<file path="src/logic/regblk_pkg.sv">
`default_nettype none

package regblk_pkg;

  // Bus widths
  localparam int ADDR_W = 8;
  localparam int DATA_W = 32;
  localparam int STRB_W = DATA_W / 8;

  typedef logic [ADDR_W-1:0] addr_t;  // Byte address inside the block
  typedef logic [DATA_W-1:0] data_t;
  typedef logic [STRB_W-1:0] strb_t;
  typedef logic [1:0]        resp_t;

  // AXI response codes
  localparam resp_t RESP_OKAY   = 2'b00;
  localparam resp_t RESP_SLVERR = 2'b10;

  // Register map
  localparam addr_t OFS_CTRL    = 8'h00;
  localparam addr_t OFS_STATUS  = 8'h04;
  localparam addr_t OFS_IRQ     = 8'h08;
  localparam addr_t OFS_CMD     = 8'h0c;
  localparam addr_t OFS_SCRATCH = 8'h10;

  // Control fields driven to hardware
  typedef struct packed {
    logic [3:0] mode;
    logic       enable;
  } ctrl_t;

  // Register bus request from a port
  typedef struct packed {
    logic  write;
    addr_t addr;
    data_t wdata;
    strb_t strb;
  } reg_req_t;

  typedef struct packed {
    data_t rdata;
    resp_t resp;
  } reg_rsp_t;

endpackage

`default_nettype wire

</file>
<file path="src/logic/axil_write_port.sv">
`timescale 1ns/1ps
`default_nettype none

module axil_write_port import regblk_pkg::*; (
  input  logic     clk,
  input  logic     i_rst_n,
  input  logic     i_awvalid,
  input  addr_t    i_awaddr,
  input  logic     i_wvalid,
  input  data_t    i_wdata,
  input  strb_t    i_wstrb,
  input  logic     i_bready,
  input  logic     i_ack,
  input  reg_rsp_t i_rsp,
  output logic     o_awready,
  output logic     o_wready,
  output logic     o_bvalid,
  output resp_t    o_bresp,
  output logic     o_req,
  output reg_req_t o_req_data
);

  typedef enum logic [1:0] {
    WR_IDLE,
    WR_REQ,
    WR_ACK_DROP,
    WR_RESP
  } wr_state_e;

  wr_state_e state_q;
  logic      addr_hs;

  // AW and W are accepted in the same cycle
  assign addr_hs   = (state_q == WR_IDLE) && i_awvalid && i_wvalid;
  assign o_awready = addr_hs;
  assign o_wready  = addr_hs;
  assign o_req     = (state_q == WR_REQ);
  assign o_bvalid  = (state_q == WR_RESP);

  always_ff @(posedge clk or negedge i_rst_n) begin
    if (!i_rst_n) begin
      state_q <= WR_IDLE;
    end else begin
      case (state_q)
        WR_IDLE: begin
          if (addr_hs) begin
            state_q <= WR_REQ;
          end
        end
        WR_REQ: begin
          if (i_ack) begin
            state_q <= WR_RESP;  // req drops, bvalid rises
          end
        end
        WR_RESP: begin
          if (i_bready) begin
            state_q <= i_ack ? WR_ACK_DROP : WR_IDLE;
          end
        end
        WR_ACK_DROP: begin
          if (!i_ack) begin
            state_q <= WR_IDLE;
          end
        end
        default: state_q <= WR_IDLE;
      endcase
    end
  end

  always_ff @(posedge clk) begin
    if (addr_hs) begin
      o_req_data.write <= 1'b1;
      o_req_data.addr  <= i_awaddr;
      o_req_data.wdata <= i_wdata;
      o_req_data.strb  <= i_wstrb;
    end
    if (o_req && i_ack) begin
      o_bresp <= i_rsp.resp;
    end
  end

endmodule

`default_nettype wire

</file>
<file path="src/logic/axil_read_port.sv">
`timescale 1ns/1ps
`default_nettype none

module axil_read_port import regblk_pkg::*; (
  input  logic     clk,
  input  logic     i_rst_n,
  input  logic     i_arvalid,
  input  addr_t    i_araddr,
  input  logic     i_rready,
  input  logic     i_ack,
  input  reg_rsp_t i_rsp,
  output logic     o_arready,
  output logic     o_rvalid,
  output data_t    o_rdata,
  output resp_t    o_rresp,
  output logic     o_req,
  output reg_req_t o_req_data
);

  typedef enum logic [1:0] {
    RD_IDLE,
    RD_REQ,
    RD_ACK_DROP,
    RD_RESP
  } rd_state_e;

  rd_state_e state_q;
  logic      addr_hs;

  assign addr_hs   = (state_q == RD_IDLE) && i_arvalid;
  assign o_arready = addr_hs;
  assign o_req     = (state_q == RD_REQ);
  assign o_rvalid  = (state_q == RD_RESP);

  always_ff @(posedge clk or negedge i_rst_n) begin
    if (!i_rst_n) begin
      state_q <= RD_IDLE;
    end else begin
      case (state_q)
        RD_IDLE:     state_q <= addr_hs ? RD_REQ : RD_IDLE;
        RD_REQ:      state_q <= i_ack ? RD_RESP : RD_REQ;
        RD_RESP: begin
          if (i_rready) begin
            state_q <= i_ack ? RD_ACK_DROP : RD_IDLE;
          end
        end
        RD_ACK_DROP: state_q <= i_ack ? RD_ACK_DROP : RD_IDLE;
        default:     state_q <= RD_IDLE;
      endcase
    end
  end

  always_ff @(posedge clk) begin
    if (addr_hs) begin
      o_req_data <= '{write: 1'b0, addr: i_araddr, wdata: '0, strb: '0};
    end
    // Read data held until rready
    if (o_req && i_ack) begin
      o_rdata <= i_rsp.rdata;
      o_rresp <= i_rsp.resp;
    end
  end

endmodule

`default_nettype wire

</file>
<file path="src/logic/reg_bus_arbiter.sv">
`timescale 1ns/1ps
`default_nettype none

module reg_bus_arbiter import regblk_pkg::*; (
  input  logic     clk,
  input  logic     i_rst_n,
  input  logic     i_wr_req,
  input  reg_req_t i_wr_req_data,
  input  logic     i_rd_req,
  input  reg_req_t i_rd_req_data,
  input  reg_rsp_t i_map_rsp,
  output logic     o_wr_ack,
  output logic     o_rd_ack,
  output reg_rsp_t o_rsp,
  output logic     o_map_access,
  output reg_req_t o_map_req
);

  typedef enum logic [1:0] {
    ARB_IDLE,
    ARB_ACCESS,
    ARB_ACK
  } arb_state_e;

  arb_state_e state_q;
  logic       grant_rd_q;  // Current or last grant went to the read port
  logic       granted_req;

  assign granted_req  = grant_rd_q ? i_rd_req : i_wr_req;
  assign o_map_access = (state_q == ARB_ACCESS);
  assign o_map_req    = grant_rd_q ? i_rd_req_data : i_wr_req_data;
  assign o_wr_ack     = (state_q == ARB_ACK) && !grant_rd_q;
  assign o_rd_ack     = (state_q == ARB_ACK) && grant_rd_q;

  always_ff @(posedge clk or negedge i_rst_n) begin
    if (!i_rst_n) begin
      state_q    <= ARB_IDLE;
      grant_rd_q <= 1'b0;
    end else begin
      case (state_q)
        ARB_IDLE: begin
          if (i_wr_req || i_rd_req) begin
            state_q    <= ARB_ACCESS;
            // Under contention the port not served last wins
            grant_rd_q <= i_rd_req && (!i_wr_req || !grant_rd_q);
          end
        end
        ARB_ACCESS: state_q <= ARB_ACK;
        ARB_ACK: begin
          if (!granted_req) begin
            state_q <= ARB_IDLE;  // ack falls one cycle after req
          end
        end
        default: state_q <= ARB_IDLE;
      endcase
    end
  end

  // Response captured at the end of the access cycle
  always_ff @(posedge clk) begin
    if (o_map_access) begin
      o_rsp <= i_map_rsp;
    end
  end

endmodule

`default_nettype wire

</file>
<file path="src/logic/reg_map.sv">
`timescale 1ns/1ps
`default_nettype none

module reg_map import regblk_pkg::*; #(
  parameter data_t DEFAULT_READ_DATA = 32'hdead_beef,
  parameter int    IRQ_W             = 4
) (
  input  logic             clk,
  input  logic             i_rst_n,
  input  logic             i_access,
  input  reg_req_t         i_req,
  input  logic [7:0]       i_hw_status,
  input  logic [IRQ_W-1:0] i_irq_set,
  output reg_rsp_t         o_rsp,
  output ctrl_t            o_ctrl,
  output logic [IRQ_W-1:0] o_irq_pending,
  output logic [IRQ_W-1:0] o_cmd_trigger
);

  ctrl_t            ctrl_q;
  logic [IRQ_W-1:0] irq_q;
  logic [IRQ_W-1:0] trig_q;
  data_t            scratch_q;
  data_t            ctrl_word;
  data_t            ctrl_next;
  logic             sel_ctrl;
  logic             sel_irq;
  logic             sel_cmd;
  logic             sel_scratch;
  logic             wr_en;
  logic [IRQ_W-1:0] wr_flags;  // Byte 0 write bits at flag width
  logic [IRQ_W-1:0] irq_clr;

  // Replace only the byte lanes selected by strb
  function automatic data_t merge_bytes(data_t old_val, data_t new_val, strb_t strb);
    data_t result;
    result = old_val;
    for (int i = 0; i < STRB_W; i++) begin
      if (strb[i]) begin
        result[8*i +: 8] = new_val[8*i +: 8];
      end
    end
    return result;
  endfunction

  assign sel_ctrl    = (i_req.addr == OFS_CTRL);
  assign sel_irq     = (i_req.addr == OFS_IRQ);
  assign sel_cmd     = (i_req.addr == OFS_CMD);
  assign sel_scratch = (i_req.addr == OFS_SCRATCH);

  assign wr_en    = i_access && i_req.write;
  assign wr_flags = i_req.strb[0] ? i_req.wdata[IRQ_W-1:0] : '0;
  assign irq_clr  = (wr_en && sel_irq) ? wr_flags : '0;

  // CTRL as seen on the bus, mode in 3:0 and enable in bit 8
  always_comb begin
    ctrl_word       = '0;
    ctrl_word[3:0]  = ctrl_q.mode;
    ctrl_word[8]    = ctrl_q.enable;
    ctrl_next       = merge_bytes(ctrl_word, i_req.wdata, i_req.strb);
  end

  always_ff @(posedge clk or negedge i_rst_n) begin
    if (!i_rst_n) begin
      ctrl_q    <= '0;
      irq_q     <= '0;
      trig_q    <= '0;
      scratch_q <= '0;
    end else begin
      if (wr_en && sel_ctrl) begin
        ctrl_q.mode   <= ctrl_next[3:0];
        ctrl_q.enable <= ctrl_next[8];
      end
      if (wr_en && sel_scratch) begin
        scratch_q <= merge_bytes(scratch_q, i_req.wdata, i_req.strb);
      end
      // Hardware set beats a same-cycle W1C
      irq_q  <= (irq_q & ~irq_clr) | i_irq_set;
      trig_q <= (wr_en && sel_cmd) ? wr_flags : '0;  // One-cycle pulse
    end
  end

  // Read data and response, combinational on the request
  always_comb begin
    o_rsp.rdata = '0;
    o_rsp.resp  = RESP_OKAY;
    case (i_req.addr)
      OFS_CTRL: begin
        o_rsp.rdata = ctrl_word;
      end
      OFS_STATUS: begin
        o_rsp.rdata[7:0] = i_hw_status;  // Writes fall through with OKAY
      end
      OFS_IRQ: begin
        o_rsp.rdata[IRQ_W-1:0] = irq_q;
      end
      OFS_CMD: begin
        o_rsp.rdata = '0;
      end
      OFS_SCRATCH: begin
        o_rsp.rdata = scratch_q;
      end
      default: begin
        o_rsp.rdata = DEFAULT_READ_DATA;
        o_rsp.resp  = RESP_SLVERR;
      end
    endcase
  end

  assign o_ctrl        = ctrl_q;
  assign o_irq_pending = irq_q;
  assign o_cmd_trigger = trig_q;

endmodule

`default_nettype wire

</file>
<file path="src/logic/regblk_top.sv">
`timescale 1ns/1ps
`default_nettype none

module regblk_top import regblk_pkg::*; #(
  parameter data_t DEFAULT_READ_DATA = 32'hdead_beef,
  parameter int    IRQ_W             = 4
) (
  input  logic             clk,
  input  logic             i_rst_n,
  // AXI4-Lite slave
  input  logic             i_awvalid,
  output logic             o_awready,
  input  addr_t            i_awaddr,
  input  logic             i_wvalid,
  output logic             o_wready,
  input  data_t            i_wdata,
  input  strb_t            i_wstrb,
  output logic             o_bvalid,
  input  logic             i_bready,
  output resp_t            o_bresp,
  input  logic             i_arvalid,
  output logic             o_arready,
  input  addr_t            i_araddr,
  output logic             o_rvalid,
  input  logic             i_rready,
  output data_t            o_rdata,
  output resp_t            o_rresp,
  // Hardware side
  input  logic [7:0]       i_hw_status,
  input  logic [IRQ_W-1:0] i_irq_set,
  output ctrl_t            o_ctrl,
  output logic [IRQ_W-1:0] o_irq_pending,
  output logic [IRQ_W-1:0] o_cmd_trigger
);

  logic     wr_req;
  logic     wr_ack;
  reg_req_t wr_req_data;
  logic     rd_req;
  logic     rd_ack;
  reg_req_t rd_req_data;
  reg_rsp_t bus_rsp;  // Shared by both ports, qualified by ack
  logic     map_access;
  reg_req_t map_req;
  reg_rsp_t map_rsp;

  axil_write_port axil_write_port_inst (
    .clk        (clk),
    .i_rst_n    (i_rst_n),
    .i_awvalid  (i_awvalid),
    .i_awaddr   (i_awaddr),
    .i_wvalid   (i_wvalid),
    .i_wdata    (i_wdata),
    .i_wstrb    (i_wstrb),
    .i_bready   (i_bready),
    .i_ack      (wr_ack),
    .i_rsp      (bus_rsp),
    .o_awready  (o_awready),
    .o_wready   (o_wready),
    .o_bvalid   (o_bvalid),
    .o_bresp    (o_bresp),
    .o_req      (wr_req),
    .o_req_data (wr_req_data)
  );

  axil_read_port axil_read_port_inst (
    .clk        (clk),
    .i_rst_n    (i_rst_n),
    .i_arvalid  (i_arvalid),
    .i_araddr   (i_araddr),
    .i_rready   (i_rready),
    .i_ack      (rd_ack),
    .i_rsp      (bus_rsp),
    .o_arready  (o_arready),
    .o_rvalid   (o_rvalid),
    .o_rdata    (o_rdata),
    .o_rresp    (o_rresp),
    .o_req      (rd_req),
    .o_req_data (rd_req_data)
  );

  reg_bus_arbiter reg_bus_arbiter_inst (
    .clk           (clk),
    .i_rst_n       (i_rst_n),
    .i_wr_req      (wr_req),
    .i_wr_req_data (wr_req_data),
    .i_rd_req      (rd_req),
    .i_rd_req_data (rd_req_data),
    .i_map_rsp     (map_rsp),
    .o_wr_ack      (wr_ack),
    .o_rd_ack      (rd_ack),
    .o_rsp         (bus_rsp),
    .o_map_access  (map_access),
    .o_map_req     (map_req)
  );

  reg_map #(
    .DEFAULT_READ_DATA (DEFAULT_READ_DATA),
    .IRQ_W             (IRQ_W)
  ) reg_map_inst (
    .clk           (clk),
    .i_rst_n       (i_rst_n),
    .i_access      (map_access),
    .i_req         (map_req),
    .i_hw_status   (i_hw_status),
    .i_irq_set     (i_irq_set),
    .o_rsp         (map_rsp),
    .o_ctrl        (o_ctrl),
    .o_irq_pending (o_irq_pending),
    .o_cmd_trigger (o_cmd_trigger)
  );

endmodule

`default_nettype wire

</file>
<file path="config.mk">
export PLATFORM = sky130hd
export DESIGN_NAME = regblk_top
export DESIGN_NICKNAME = d
export VERILOG_FILES = /design/src/logic/regblk_pkg.sv /design/src/logic/axil_write_port.sv /design/src/logic/axil_read_port.sv /design/src/logic/reg_bus_arbiter.sv /design/src/logic/reg_map.sv /design/src/logic/regblk_top.sv
export SDC_FILE = /design/constraint.sdc
export NUM_CORES = 1
export LEC_CHECK = 0
export BUFFER_PORTS_ARGS = -buffer_cell sky130_fd_sc_hd__buf_4
export CORE_ASPECT_RATIO = 1.5
export CORE_UTILIZATION = 59
export DETAILED_ROUTE_END_ITERATION = 10
export GPL_ROUTABILITY_DRIVEN = 0
export PLACE_DENSITY = 0.92
export SYNTH_ARGS = -nofsm -noshare
export SYNTH_HDL_FRONTEND = slang
export SYNTH_SLANG_ARGS = --single-unit
</file>
<file path="constraint.sdc">
create_clock -name clk -period 13.15 [get_ports clk]
set_input_delay 1.315 -clock clk [delete_from_list [all_inputs] [get_ports clk]]
set_output_delay 1.315 -clock clk [all_outputs]
set_load 0.03 [all_outputs]
</file>
Word level (Yosys, flattened, before mapping)
Cells that the tools add are included.
{"block": "op_classes", "bitwise": 3, "muxes": 23, "n_reduce_logical": 33, "eq_ne": 19}
{"operator": "case mux 24 bit (3 select lines)", "count": 1}
{"operator": "two-way mux 45 bit", "count": 1}
{"operator": "two-way mux 2 bit", "count": 11}
{"operator": "case mux 4 bit (5 select lines)", "count": 1}
{"operator": "== test 8 x 4 -> 1 bit, second input constant", "count": 2}
{"operator": "case mux 2 bit (4 select lines)", "count": 2}
{"operator": "AND reduction 2 bit", "count": 8}
{"operator": "logical AND 1 bit", "count": 13}
{"operator": "two-way mux 4 bit", "count": 3}
{"operator": "case mux 4 bit (3 select lines)", "count": 1}
{"operator": "== test 2 bit, second input constant", "count": 5}
{"operator": "== test 8 x 3 -> 1 bit, second input constant", "count": 1}
{"operator": "== test 8 x 5 -> 1 bit, second input constant", "count": 1}
{"operator": "zero test 8 bit", "count": 1}
{"operator": "!= test 2 x 1 -> 1 bit, second input constant", "count": 4}
{"operator": "== test 2 x 1 -> 1 bit, second input constant", "count": 3}
{"operator": "zero test 2 bit", "count": 3}
{"operator": "!= test 2 bit, second input constant", "count": 3}
{"operator": "case mux 2 bit (3 select lines)", "count": 1}
{"operator": "OR reduction 3 bit", "count": 2}
{"operator": "OR reduction 5 bit", "count": 1}
{"operator": "AND 4 bit", "count": 1}
{"operator": "inverter 4 bit", "count": 1}
{"operator": "OR 4 bit", "count": 1}
{"operator": "4 further kinds", "count": 7}
{"block": "totals", "reg_bits": 174, "inputBits": 71, "out_inout_bits": 54}

Logic depth before layout (Yosys ltp)
Gate-level depths: netlist (run 1).
{"block": "logic_depth", "word_depth": 7, "mapped_depth": 7}

Hierarchy
From an unflattened synthesis (run 1), not the netlist that was laid out.
{"block": "hier_totals", "cells_unflattened": 439, "hier_area_um2": 7160.6}
{"module": "reg_map", "n_inst": 1, "seq_area_each_um2": 1126.1, "cells_per_inst": 186, "area_each_um2": 2275.9}
{"module": "reg_bus_arbiter", "n_inst": 1, "seq_area_each_um2": 1096.1, "cells_per_inst": 99, "area_each_um2": 1719.1}
{"module": "axil_read_port", "n_inst": 1, "seq_area_each_um2": 1311.3, "cells_per_inst": 92, "area_each_um2": 1649.1}
{"module": "axil_write_port", "n_inst": 1, "seq_area_each_um2": 1431.4, "cells_per_inst": 62, "area_each_um2": 1516.5}

Worst setup path after synthesis (run 1)
OpenSTA, ideal clock, no wires.
{"block": "synth_timing", "path_type": "in2out", "from": "input i_wvalid", "to": "output o_wready", "slack_ps": 6247, "t_arrival_ps": 5588, "stages": 3, "t_required_ps": 11835, "path_cell_list": "nand2_1 > nor3_1 > buf_4"}
{"block": "synth_between", "elab_chain_len": 1}
{"item": "from (decl)", "line": "regblk_top.sv:14", "source": "input logic i_wvalid,"}
{"item": "logical AND 1 bit", "line": "axil_write_port.sv:34", "source": "assign addr_hs = (state_q == WR_IDLE) && i_awvalid && i_wvalid;"}
{"item": "to (decl)", "line": "regblk_top.sv:15", "source": "output logic o_wready,"}
No other way between the ends.

Final worst setup path (run 1)
Same ends and word-level chain as after synthesis.

==> metrics list, run 1 <==
- Derived from the worst setup path, the maximum achievable clock frequency is 268.3 MHz.
- In the synthesized netlist, the number of instances is 367.
- The later pin in the worst-skew pair is clocked with a latency of approximately 420 ps.
* Max_slew headroom: 20.94%
* Worst R2R End: reg_bus_arbiter_inst.o_rsp[4]
- Overall via count from detail_route: about 3,700
- Routed length per instance: roughly 19 microns
- In this run the standard cell core region covers ~11,000 sq um.
- Summed over all instances, the cell type with the most area after synthesis is sky130_fd_sc_hd__edfxtp_1.
- Actual slew at the worst max-slew pin: approximately 1200 ps
- Layout fillers: 585
* First-pass GRT wire length: 19,150 microns
- Multi-input gate area in the final layout: between 1000 and 1500 sq um
- Across the whole layout, storage elements account for just under 5000 sq um.
* Shortest period the worst path allows: about 3700 ps
- The final layout contains 569 nets.
- Global routing used around 40% of the available met2 tracks.
- Data on the critical path arrives at its endpoint at 2410 ps.
- Reg-to-reg setup timing slack: about 9600 ps
- Seq/Total Area, Yosys: 76.69%
- The worst path meets setup with 9424 ps of slack.
- Each instance of the synthesized netlist takes up on average around 17 sq um.
* Number of antenna violations at the first check in global routing: 0
* Number of gates resized after cts: 0
- Clock-pin slew was measured on the worst setup and hold paths at roughly 60 ps.
- Ys Warns: 0
- Number of buffers added for setup after CTS: 0
* Pre-CTS worst setup slack: roughly 9400 ps
* Beginning of the worst register-to-register path: reg_bus_arbiter_inst.grant_rd_q
- Count of final hold-check violations: 0
- The slowest stage of the critical path is the sky130_fd_sc_hd__buf_4 cell.
* Final setup skew: between 7 and 8 ps
- Count of state elements after synthesis: between 150 and 200
- Global routing consumed, over all layers together, between 20% and 30% of the routing resources.
- In the post-synthesis netlist, the cell with the most instances is sky130_fd_sc_hd__edfxtp_1.
- Most area-consuming cells after synthesis: sky130_fd_sc_hd__edfxtp_1, sky130_fd_sc_hd__dfrtp_1, sky130_fd_sc_hd__mux2_2, sky130_fd_sc_hd__a21o_1, sky130_fd_sc_hd__nor2b_1
- Setup repair after global routing left no endpoint under its margin.
- Proportion of layout cells with a drive suffix above 1: between 40 and 50%
- Cts bufs inserted: 17
- In this run the biggest area consumer among cell types represents 56.22% of the synthesized area.
- DRC errors left: 0
* Horizontal die dimension: 86.75 microns
- GR Overflow Total: 0
- In this run the vertical extent of the chip is between 100 and 150 microns.
* Path class of the lowest-slack min-delay path: flop to flop
* Reported max-cap violation count: 0
- The run finished with clean final reports.
- Commonest cells in the synthesized netlist: sky130_fd_sc_hd__edfxtp_1, sky130_fd_sc_hd__dfrtp_1, sky130_fd_sc_hd__mux2_2
- Pin placement for this block handled between 100 and 150 I/O pins.
- For this design the ratio of total power to cell area is approximately 170 nW/um^2.
- The critical path in this run is classified as primary input to output port.
- In the synthesized netlist the async set-or-reset flop fraction comes to between 30% and 40%.
- H-tree levels: 4
- In this run, the number of DRC markers left after iteration 0 of detailed routing was 223.
- Buffers placed on the I/O ports in this run total 122.
- Clock tree root buffer cell: sky130_fd_sc_hd__clkbuf_16
- Number of synthesized flops with an enable pin: 119
- In this run, post-CTS hold repair placed 0 buffers.
- Initial core utilization: 60.35%
* Met1 usage: between 20% and 30%
- Of all nets on the critical path, the largest fanout is 46.
* VDD IR-drop max: approximately 0.00013 V
- Clk buf depth: 2
- Per-cell via count in the routed design: 5.682
- Delay of the slowest cell on the worst path: around 530 ps
* Beginning of the worst hold path: reg_bus_arbiter_inst.o_rsp[17]
- Mapped Area: around 6400 sq um
* Most crowded layer after global routing: met2
- For this run, the leading register cell type out of synthesis is sky130_fd_sc_hd__edfxtp_1.
- After floorplanning, the core was divided into 46 placement rows.
- Most used cell along the critical path: sky130_fd_sc_hd__buf_4
- Antenna-violating nets left: 0
* Area of the die: 11,200 sq um
- For this run, global-route usage on met3 was measured as 5.987%.
- Setup total negative slack on the finished layout was measured at 0 ps.
* Cell variety after synth: 49
* Fin crit share: 28.34%
- Once detailed placement completed, the half-perimeter wirelength came to 7996 microns.
* Largest net degree at the start of global routing: 53
- End-of-flow core utilization: between 70% and 80%
- Worst hold stages: 0
- Summed over all cells, the static leakage comes to between 0.003 and 0.004 uW.
- CP cell instances: buf_4, nand2_1, nor3_2, buf_4, buf_4
- Final setup violating endpoints: 0
- Clock tree from TritonCTS: built
- The routed design has 12,450 microns of wire.
* Relative area change from synthesis to final layout: 26.10%
* Final count of pins violating max slew: 0
- Pre-Repair DR Iteration Count: 9
* Data required time of the critical path: ~12,000 ps
- The worst setup path is captured at an output port.
* Via count of the first global-routing pass: between 3,000 and 4,000
- Crit path launch type: primary input
* WHS Endpoint: axil_read_port_inst.o_rdata[15]
- Dominant delay contributor by cell family on the critical path: buffers and inverters
- The number of antenna diodes in the final layout is 0.
* Bufs and invs on worst path: 3
- The worst register-to-register path has a depth of 6.
- Critical path launch point: i_wvalid
* Clock Sinks: 171
-- flip-flops by register name (all words and copies together) (netlist names) --
| signal | cells |
|---|---|
| reg_bus_arbiter_inst.grant_rd_q | 1 |
| reg_map_inst.o_irq_pending | 4 |
| axil_read_port_inst.o_rdata | 32 |
| axil_write_port_inst.o_bresp | 1 |
| axil_write_port_inst.o_req_data | 44 |
| axil_write_port_inst.state_q | 2 |
| axil_read_port_inst.o_rresp | 1 |
| reg_bus_arbiter_inst.o_rsp | 33 |
| reg_bus_arbiter_inst.state_q | 2 |
| axil_read_port_inst.state_q | 2 |
| axil_read_port_inst.o_req_data | 8 |
| reg_map_inst.o_cmd_trigger | 4 |
| reg_map_inst.o_ctrl | 5 |
| reg_map_inst.scratch_q | 32 |
-- metal layers --
metal / vias to the layer above / part of all wire (%)
met2: 196 / 53
met4: 0 / 3.2
met5: - / 0
li1: 1636 / -
met1: 1853 / 37
met3: 37 / 6.3
-- layout by cell type (no fill, tap or decap), types with 3 or more instances in the layout --
master / netlist / final
sky130_fd_sc_hd__nor2_1: 10 / 9
sky130_fd_sc_hd__clkbuf_1: 7 / 4
sky130_fd_sc_hd__a21o_1: 21 / 21
sky130_fd_sc_hd__bufinv_16: 0 / 3
sky130_fd_sc_hd__nor3b_2: 3 / 3
sky130_fd_sc_hd__dfrtp_1: 52 / 52
sky130_fd_sc_hd__nor2b_1: 25 / 24
sky130_fd_sc_hd__o22ai_1: 3 / 3
sky130_fd_sc_hd__nand2_1: 15 / 15
sky130_fd_sc_hd__nor3b_1: 3 / 3
sky130_fd_sc_hd__inv_1: 5 / 5
sky130_fd_sc_hd__a221o_1: 7 / 7
sky130_fd_sc_hd__nand2_2: 4 / 4
sky130_fd_sc_hd__and2_1: 7 / 7
sky130_fd_sc_hd__clkinvlp_4: 0 / 4
sky130_fd_sc_hd__mux2_2: 37 / 37
sky130_fd_sc_hd__clkbuf_16: 0 / 17
sky130_fd_sc_hd__edfxtp_1: 119 / 119
sky130_fd_sc_hd__buf_4: 3 / 124
sky130_fd_sc_hd__nor3_1: 5 / 4
-- final cells by class --
class,count,share of cell area [%]
timing repair buffer,124,11.61
multi-input combinational,179,17.75
clock inverter,11,1.842
clock buffer,21,5.495
inverter,5,0.2342
sequential,171,60.82
tap,144,2.248
-- kinds of logic after synthesis --
family | after synthesis | share of synthesized area (%)
AND/OR/NAND/NOR | 86 | 8.405
AO/OA/AOI/OAI | 52 | 6.575
flip-flops | 171 | 76.69
multiplexers | 39 | 6.870
other | 1 | 0.05900
buffers and inverters | 18 | 1.398
-- how the worst max path moves through the flow --
stage / endpoint / slack [ps] / cells past startpoint
after global routing: o_wready / 9340 / 5
after global placement: o_wready / 9500 / 5
after detailed placement: o_wready / 9420 / 5
final: o_wready / 9420 / 5
after floorplan: o_wready / 6250 / 3
after CTS: o_wready / 9420 / 5
-- per-stage QoR --
step	power (uW)	area, sq um	hold slack [ps]	std cells
5_1_grt	1439	8015	427.8	655
3_5_place_dp	906.7	7427	404.5	623
2_1_floorplan	825.0	6360	400.3	368
4_1_cts	1396	8015	419.6	655
3_3_place_gp	892.3	7427	401.1	623
6_report	1392	8015	417.8	655
-- report_power, final --
| part | total (uW) | internal [uW] | switching [uW] |
|---|---|---|---|
| sequential | 678 | 651 | 26.6 |
| clock | 494 | 299 | 195 |
| combinational | 220 | 73.3 | 147 |
| total | 1390 | 1020 | 369 |
(Power assumes the default switching activity.)
==> inputs of run 2 (changes only) <==
- CORE_UTILIZATION: 59 -> 54
- PLACE_DENSITY: 0.92 -> 0.85
- clock period: 13.15 -> 3.8 ns (I/O delays scaled with it)
==> metrics list, run 2 (synthesis results as in run 1) <==
- The flow ran to the end, but the final reports show violations.
- The final reports fail on negative hold slack.
- In this run the worst setup path terminates at reg_bus_arbiter_inst.o_rsp[4].
* Reported max-cap violation count: 0 (unchanged)
* Pre-CTS worst setup slack: 1124 ps (-8295 ps)
* Antenna cells: 0 (unchanged)
* Clock tree root buffer cell: sky130_fd_sc_hd__clkbuf_16
- Clock tree from TritonCTS: built
- Critical path arrival: 2870 ps (+460 ps)
- Number of buffers added for setup after CTS: 0 (unchanged)
- Pre-Repair DR Iteration Count: 4 (-5)
- Proportion of layout cells with a drive suffix above 1: 41.36% (+0.85 points)
- Hold slack final: -18.94 ps (-436.7 ps)
* Number of gates resized after cts: 0 (unchanged)
- Delay of the slowest cell on the worst path: 540 ps (about the same)
- Relative area change from synthesis to final layout: 27.05%
- Final setup violating endpoints: 0 (unchanged)
- The layout filler cell count was 716 (+22%).
* I/O Pins: 125 (unchanged)
* Worst-skew pair later-pin latency: 430 ps (about the same)
* Count of port buffers added during placement: 122 (unchanged)
* Worst R2R End: reg_bus_arbiter_inst.o_rsp[4]
- Data required time of the critical path: 3970 ps (-7870 ps)
- Die height: 134.9 microns (+4.5%)
- The detailed router's first-iteration violation count was 260 (+17%).
* Antenna-violating nets left: 0 (unchanged)
- Overall via count from detail_route: 3,682 (-1.1%)
- The power per cell area is 605.0 nW/um^2 (+250%).
- The leakage power figure is 0.003178 uW (+1.4%).
- Worst reg-to-reg path cell count: 5 (-1)
- The final worst setup slack is 1100 ps (-8324 ps).
- The number of antenna violations at the first check in global routing came to 0 (unchanged).
* Commonest non-fill, non-tap cells in the layout: sky130_fd_sc_hd__buf_4, sky130_fd_sc_hd__edfxtp_1, sky130_fd_sc_hd__dfrtp_1
- Register with the highest flop count: axil_write_port_inst.o_req_data
* End-of-flow core utilization: 70.40% (-5.7 points)
- The routed design could run at a clock period as short as between 2000 and 3000 ps.
- Routed length per instance: 19.24 microns (+1.2%)
- Final setup skew: 8.521 ps (+1.427 ps)
- The total overflow reported by the global router came to 0 (unchanged).
- Overall routed net length: 12,800 microns (+2.7%)
- The final layout net count came to 573 (+0.70%).
* Actual slew at the worst max-slew pin: 938.8 ps (-243.2 ps)
- Setup repair after global routing left no endpoint under its margin.
* First-pass GRT wire length: 19,660 microns (+2.7%)
- The signal on the critical path passes through or4_4, o22a_4, nand4b_1, a211o_1, a221o_1.
- The maximum number of buffers from clock root to sink is 2 (unchanged).
- The remaining design rule violation count came to 0 (unchanged).
* Initial core utilization: 55.41% (-4.9 points)
* CP max-delay cell: sky130_fd_sc_hd__or4_4
- Beginning of the worst register-to-register path: reg_bus_arbiter_inst.grant_rd_q
* Registers with the most flip-flops: axil_write_port_inst.o_req_data x44, reg_bus_arbiter_inst.o_rsp x33
* Biggest fanout along the worst timing path: 12 (-74%)
- Per-cell via count in the routed design: 5.537 (-2.6%)
* Final HPWL from detailed placement: 8557 microns (+7.0%)
- H-tree levels: 4 (unchanged)
- Max Clk Rate: ~370 MHz
- The placeable core region was 11,470 sq um (+8.9%).
- Total number of placement rows: 48 (+4.3%)
- STA classifies the critical path startpoint as a flop.
- The final count of pins violating max slew was 0 (unchanged).
- Reg clk slew, reported paths: 60 ps (about the same)
- The critical path is of the flop to flop type.
- Cts bufs inserted: 17 (unchanged)
* Count of final hold-check violations: 15 (+15)
* Largest net degree at the start of global routing: 53 (unchanged)
- Path class of the lowest-slack min-delay path: primary input to asynchronous set/reset pin
- Area of the die: 12,220 sq um (+9.1%)
* VDD IR-drop max: 0.0004890 V (+280%)
- Setup_tns: 0 ps (unchanged)
* Fin crit share: a little under three quarters
- Via count of the first global-routing pass: 3,762 (-0.79%)
* Clock Sinks: 171 (unchanged)
* Reg-to-reg setup timing slack: 1100 ps (-8480 ps)
* Quantity of hold-fixing buffers added after cts: 0 (unchanged)
* Commonest non-fill, non-tap cell in the layout: sky130_fd_sc_hd__buf_4
* Horizontal die dimension: 90.59 microns (+4.4%)
- Tracing the worst setup path back leads to its startpoint at reg_bus_arbiter_inst.grant_rd_q.
- GRT Resource Usage Total: 22.19% (-1.5 points)
- Type of element capturing the critical path: flop
* Max_slew headroom: 37.26% (+16 points)
- Flip-flop count of the largest register after layout: 44 (unchanged)
[run 2: changes by cell type in the layout (fill, tap and decap cells not counted), moves of 2 or more]
cell | previous run | this run
sky130_fd_sc_hd__clkinv_4 | 1 | 3
sky130_fd_sc_hd__clkinvlp_4 | 4 | 1
sky130_fd_sc_hd__clkinv_2 | 2 | 4
sky130_fd_sc_hd__clkbuf_1 | 4 | 2
sky130_fd_sc_hd__clkbuf_8 | 0 | 2
sky130_fd_sc_hd__buf_4 | 124 | 128
[run 2: through the flow]
stage,hold WS (ps),instances,power (uW),instance area (sq um)
2_1_floorplan,84.41,368,2854,6365
3_3_place_gp,400.1,633,3125,7471
3_5_place_dp,404.5,633,3170,7471
4_1_cts,10.49,665,4911,8075
5_1_grt,27.05,665,5053,8075
6_report,-18.94,665,4885,8075
[run 2: where the power goes]
group / total [uW] / internal [uW] / leakage, uW / switching [uW]
combinational: 797 / 262 / 0.00119 / 535
sequential: 2350 / 2250 / 0.00169 / 94.7
clock: 1740 / 1070 / 0.000297 / 676
total: 4890 / 3580 / 0.00318 / 1310
[run 2: layout make-up]
cell class | instances | area [sq um] | area share, %
Sequential cell | 171 | 4875 | 60.37
Inverter | 5 | 18.77 | 0.2324
Tap cell | 150 | 187.7 | 2.324
Timing Repair Buffer | 128 | 960.9 | 11.90
Clock buffer | 21 | 460.4 | 5.702
Clock inverter | 11 | 143.9 | 1.782
Multi-Input combinational cell | 179 | 1429 | 17.69
[run 2: routing by layer]
| metal | vias up | global-route usage, % | wire (microns) |
|---|---|---|---|
| met5 | - | 0 | 0 |
| met4 | 0 | 10.48 | 327 |
| li1 | 1652 | - | - |
| met2 | 167 | 39.10 | 7075 |
| met3 | 20 | 5.856 | 691 |
| met1 | 1843 | 25.07 | 4701 |
[run 2: worst min path at each step]
stage / endpoint / slack, ps / depth (start not counted)
6_report: reg_bus_arbiter_inst.grant_rd_q / -20 / 1
5_1_grt: reg_bus_arbiter_inst.grant_rd_q / 30 / 1
4_1_cts: reg_bus_arbiter_inst.grant_rd_q / 10 / 1
3_5_place_dp: axil_read_port_inst.o_rdata[21] / 400 / 0
3_3_place_gp: axil_read_port_inst.o_rdata[22] / 400 / 0
2_1_floorplan: axil_read_port_inst.state_q[0] / 80 / 0
[run 2: worst max-delay path, delay by kind of cell (launching register included)]
kind / cells / cell delay (ps)
flops: 1 / 400
compound gates: 3 / 980
simple gates: 2 / 1060
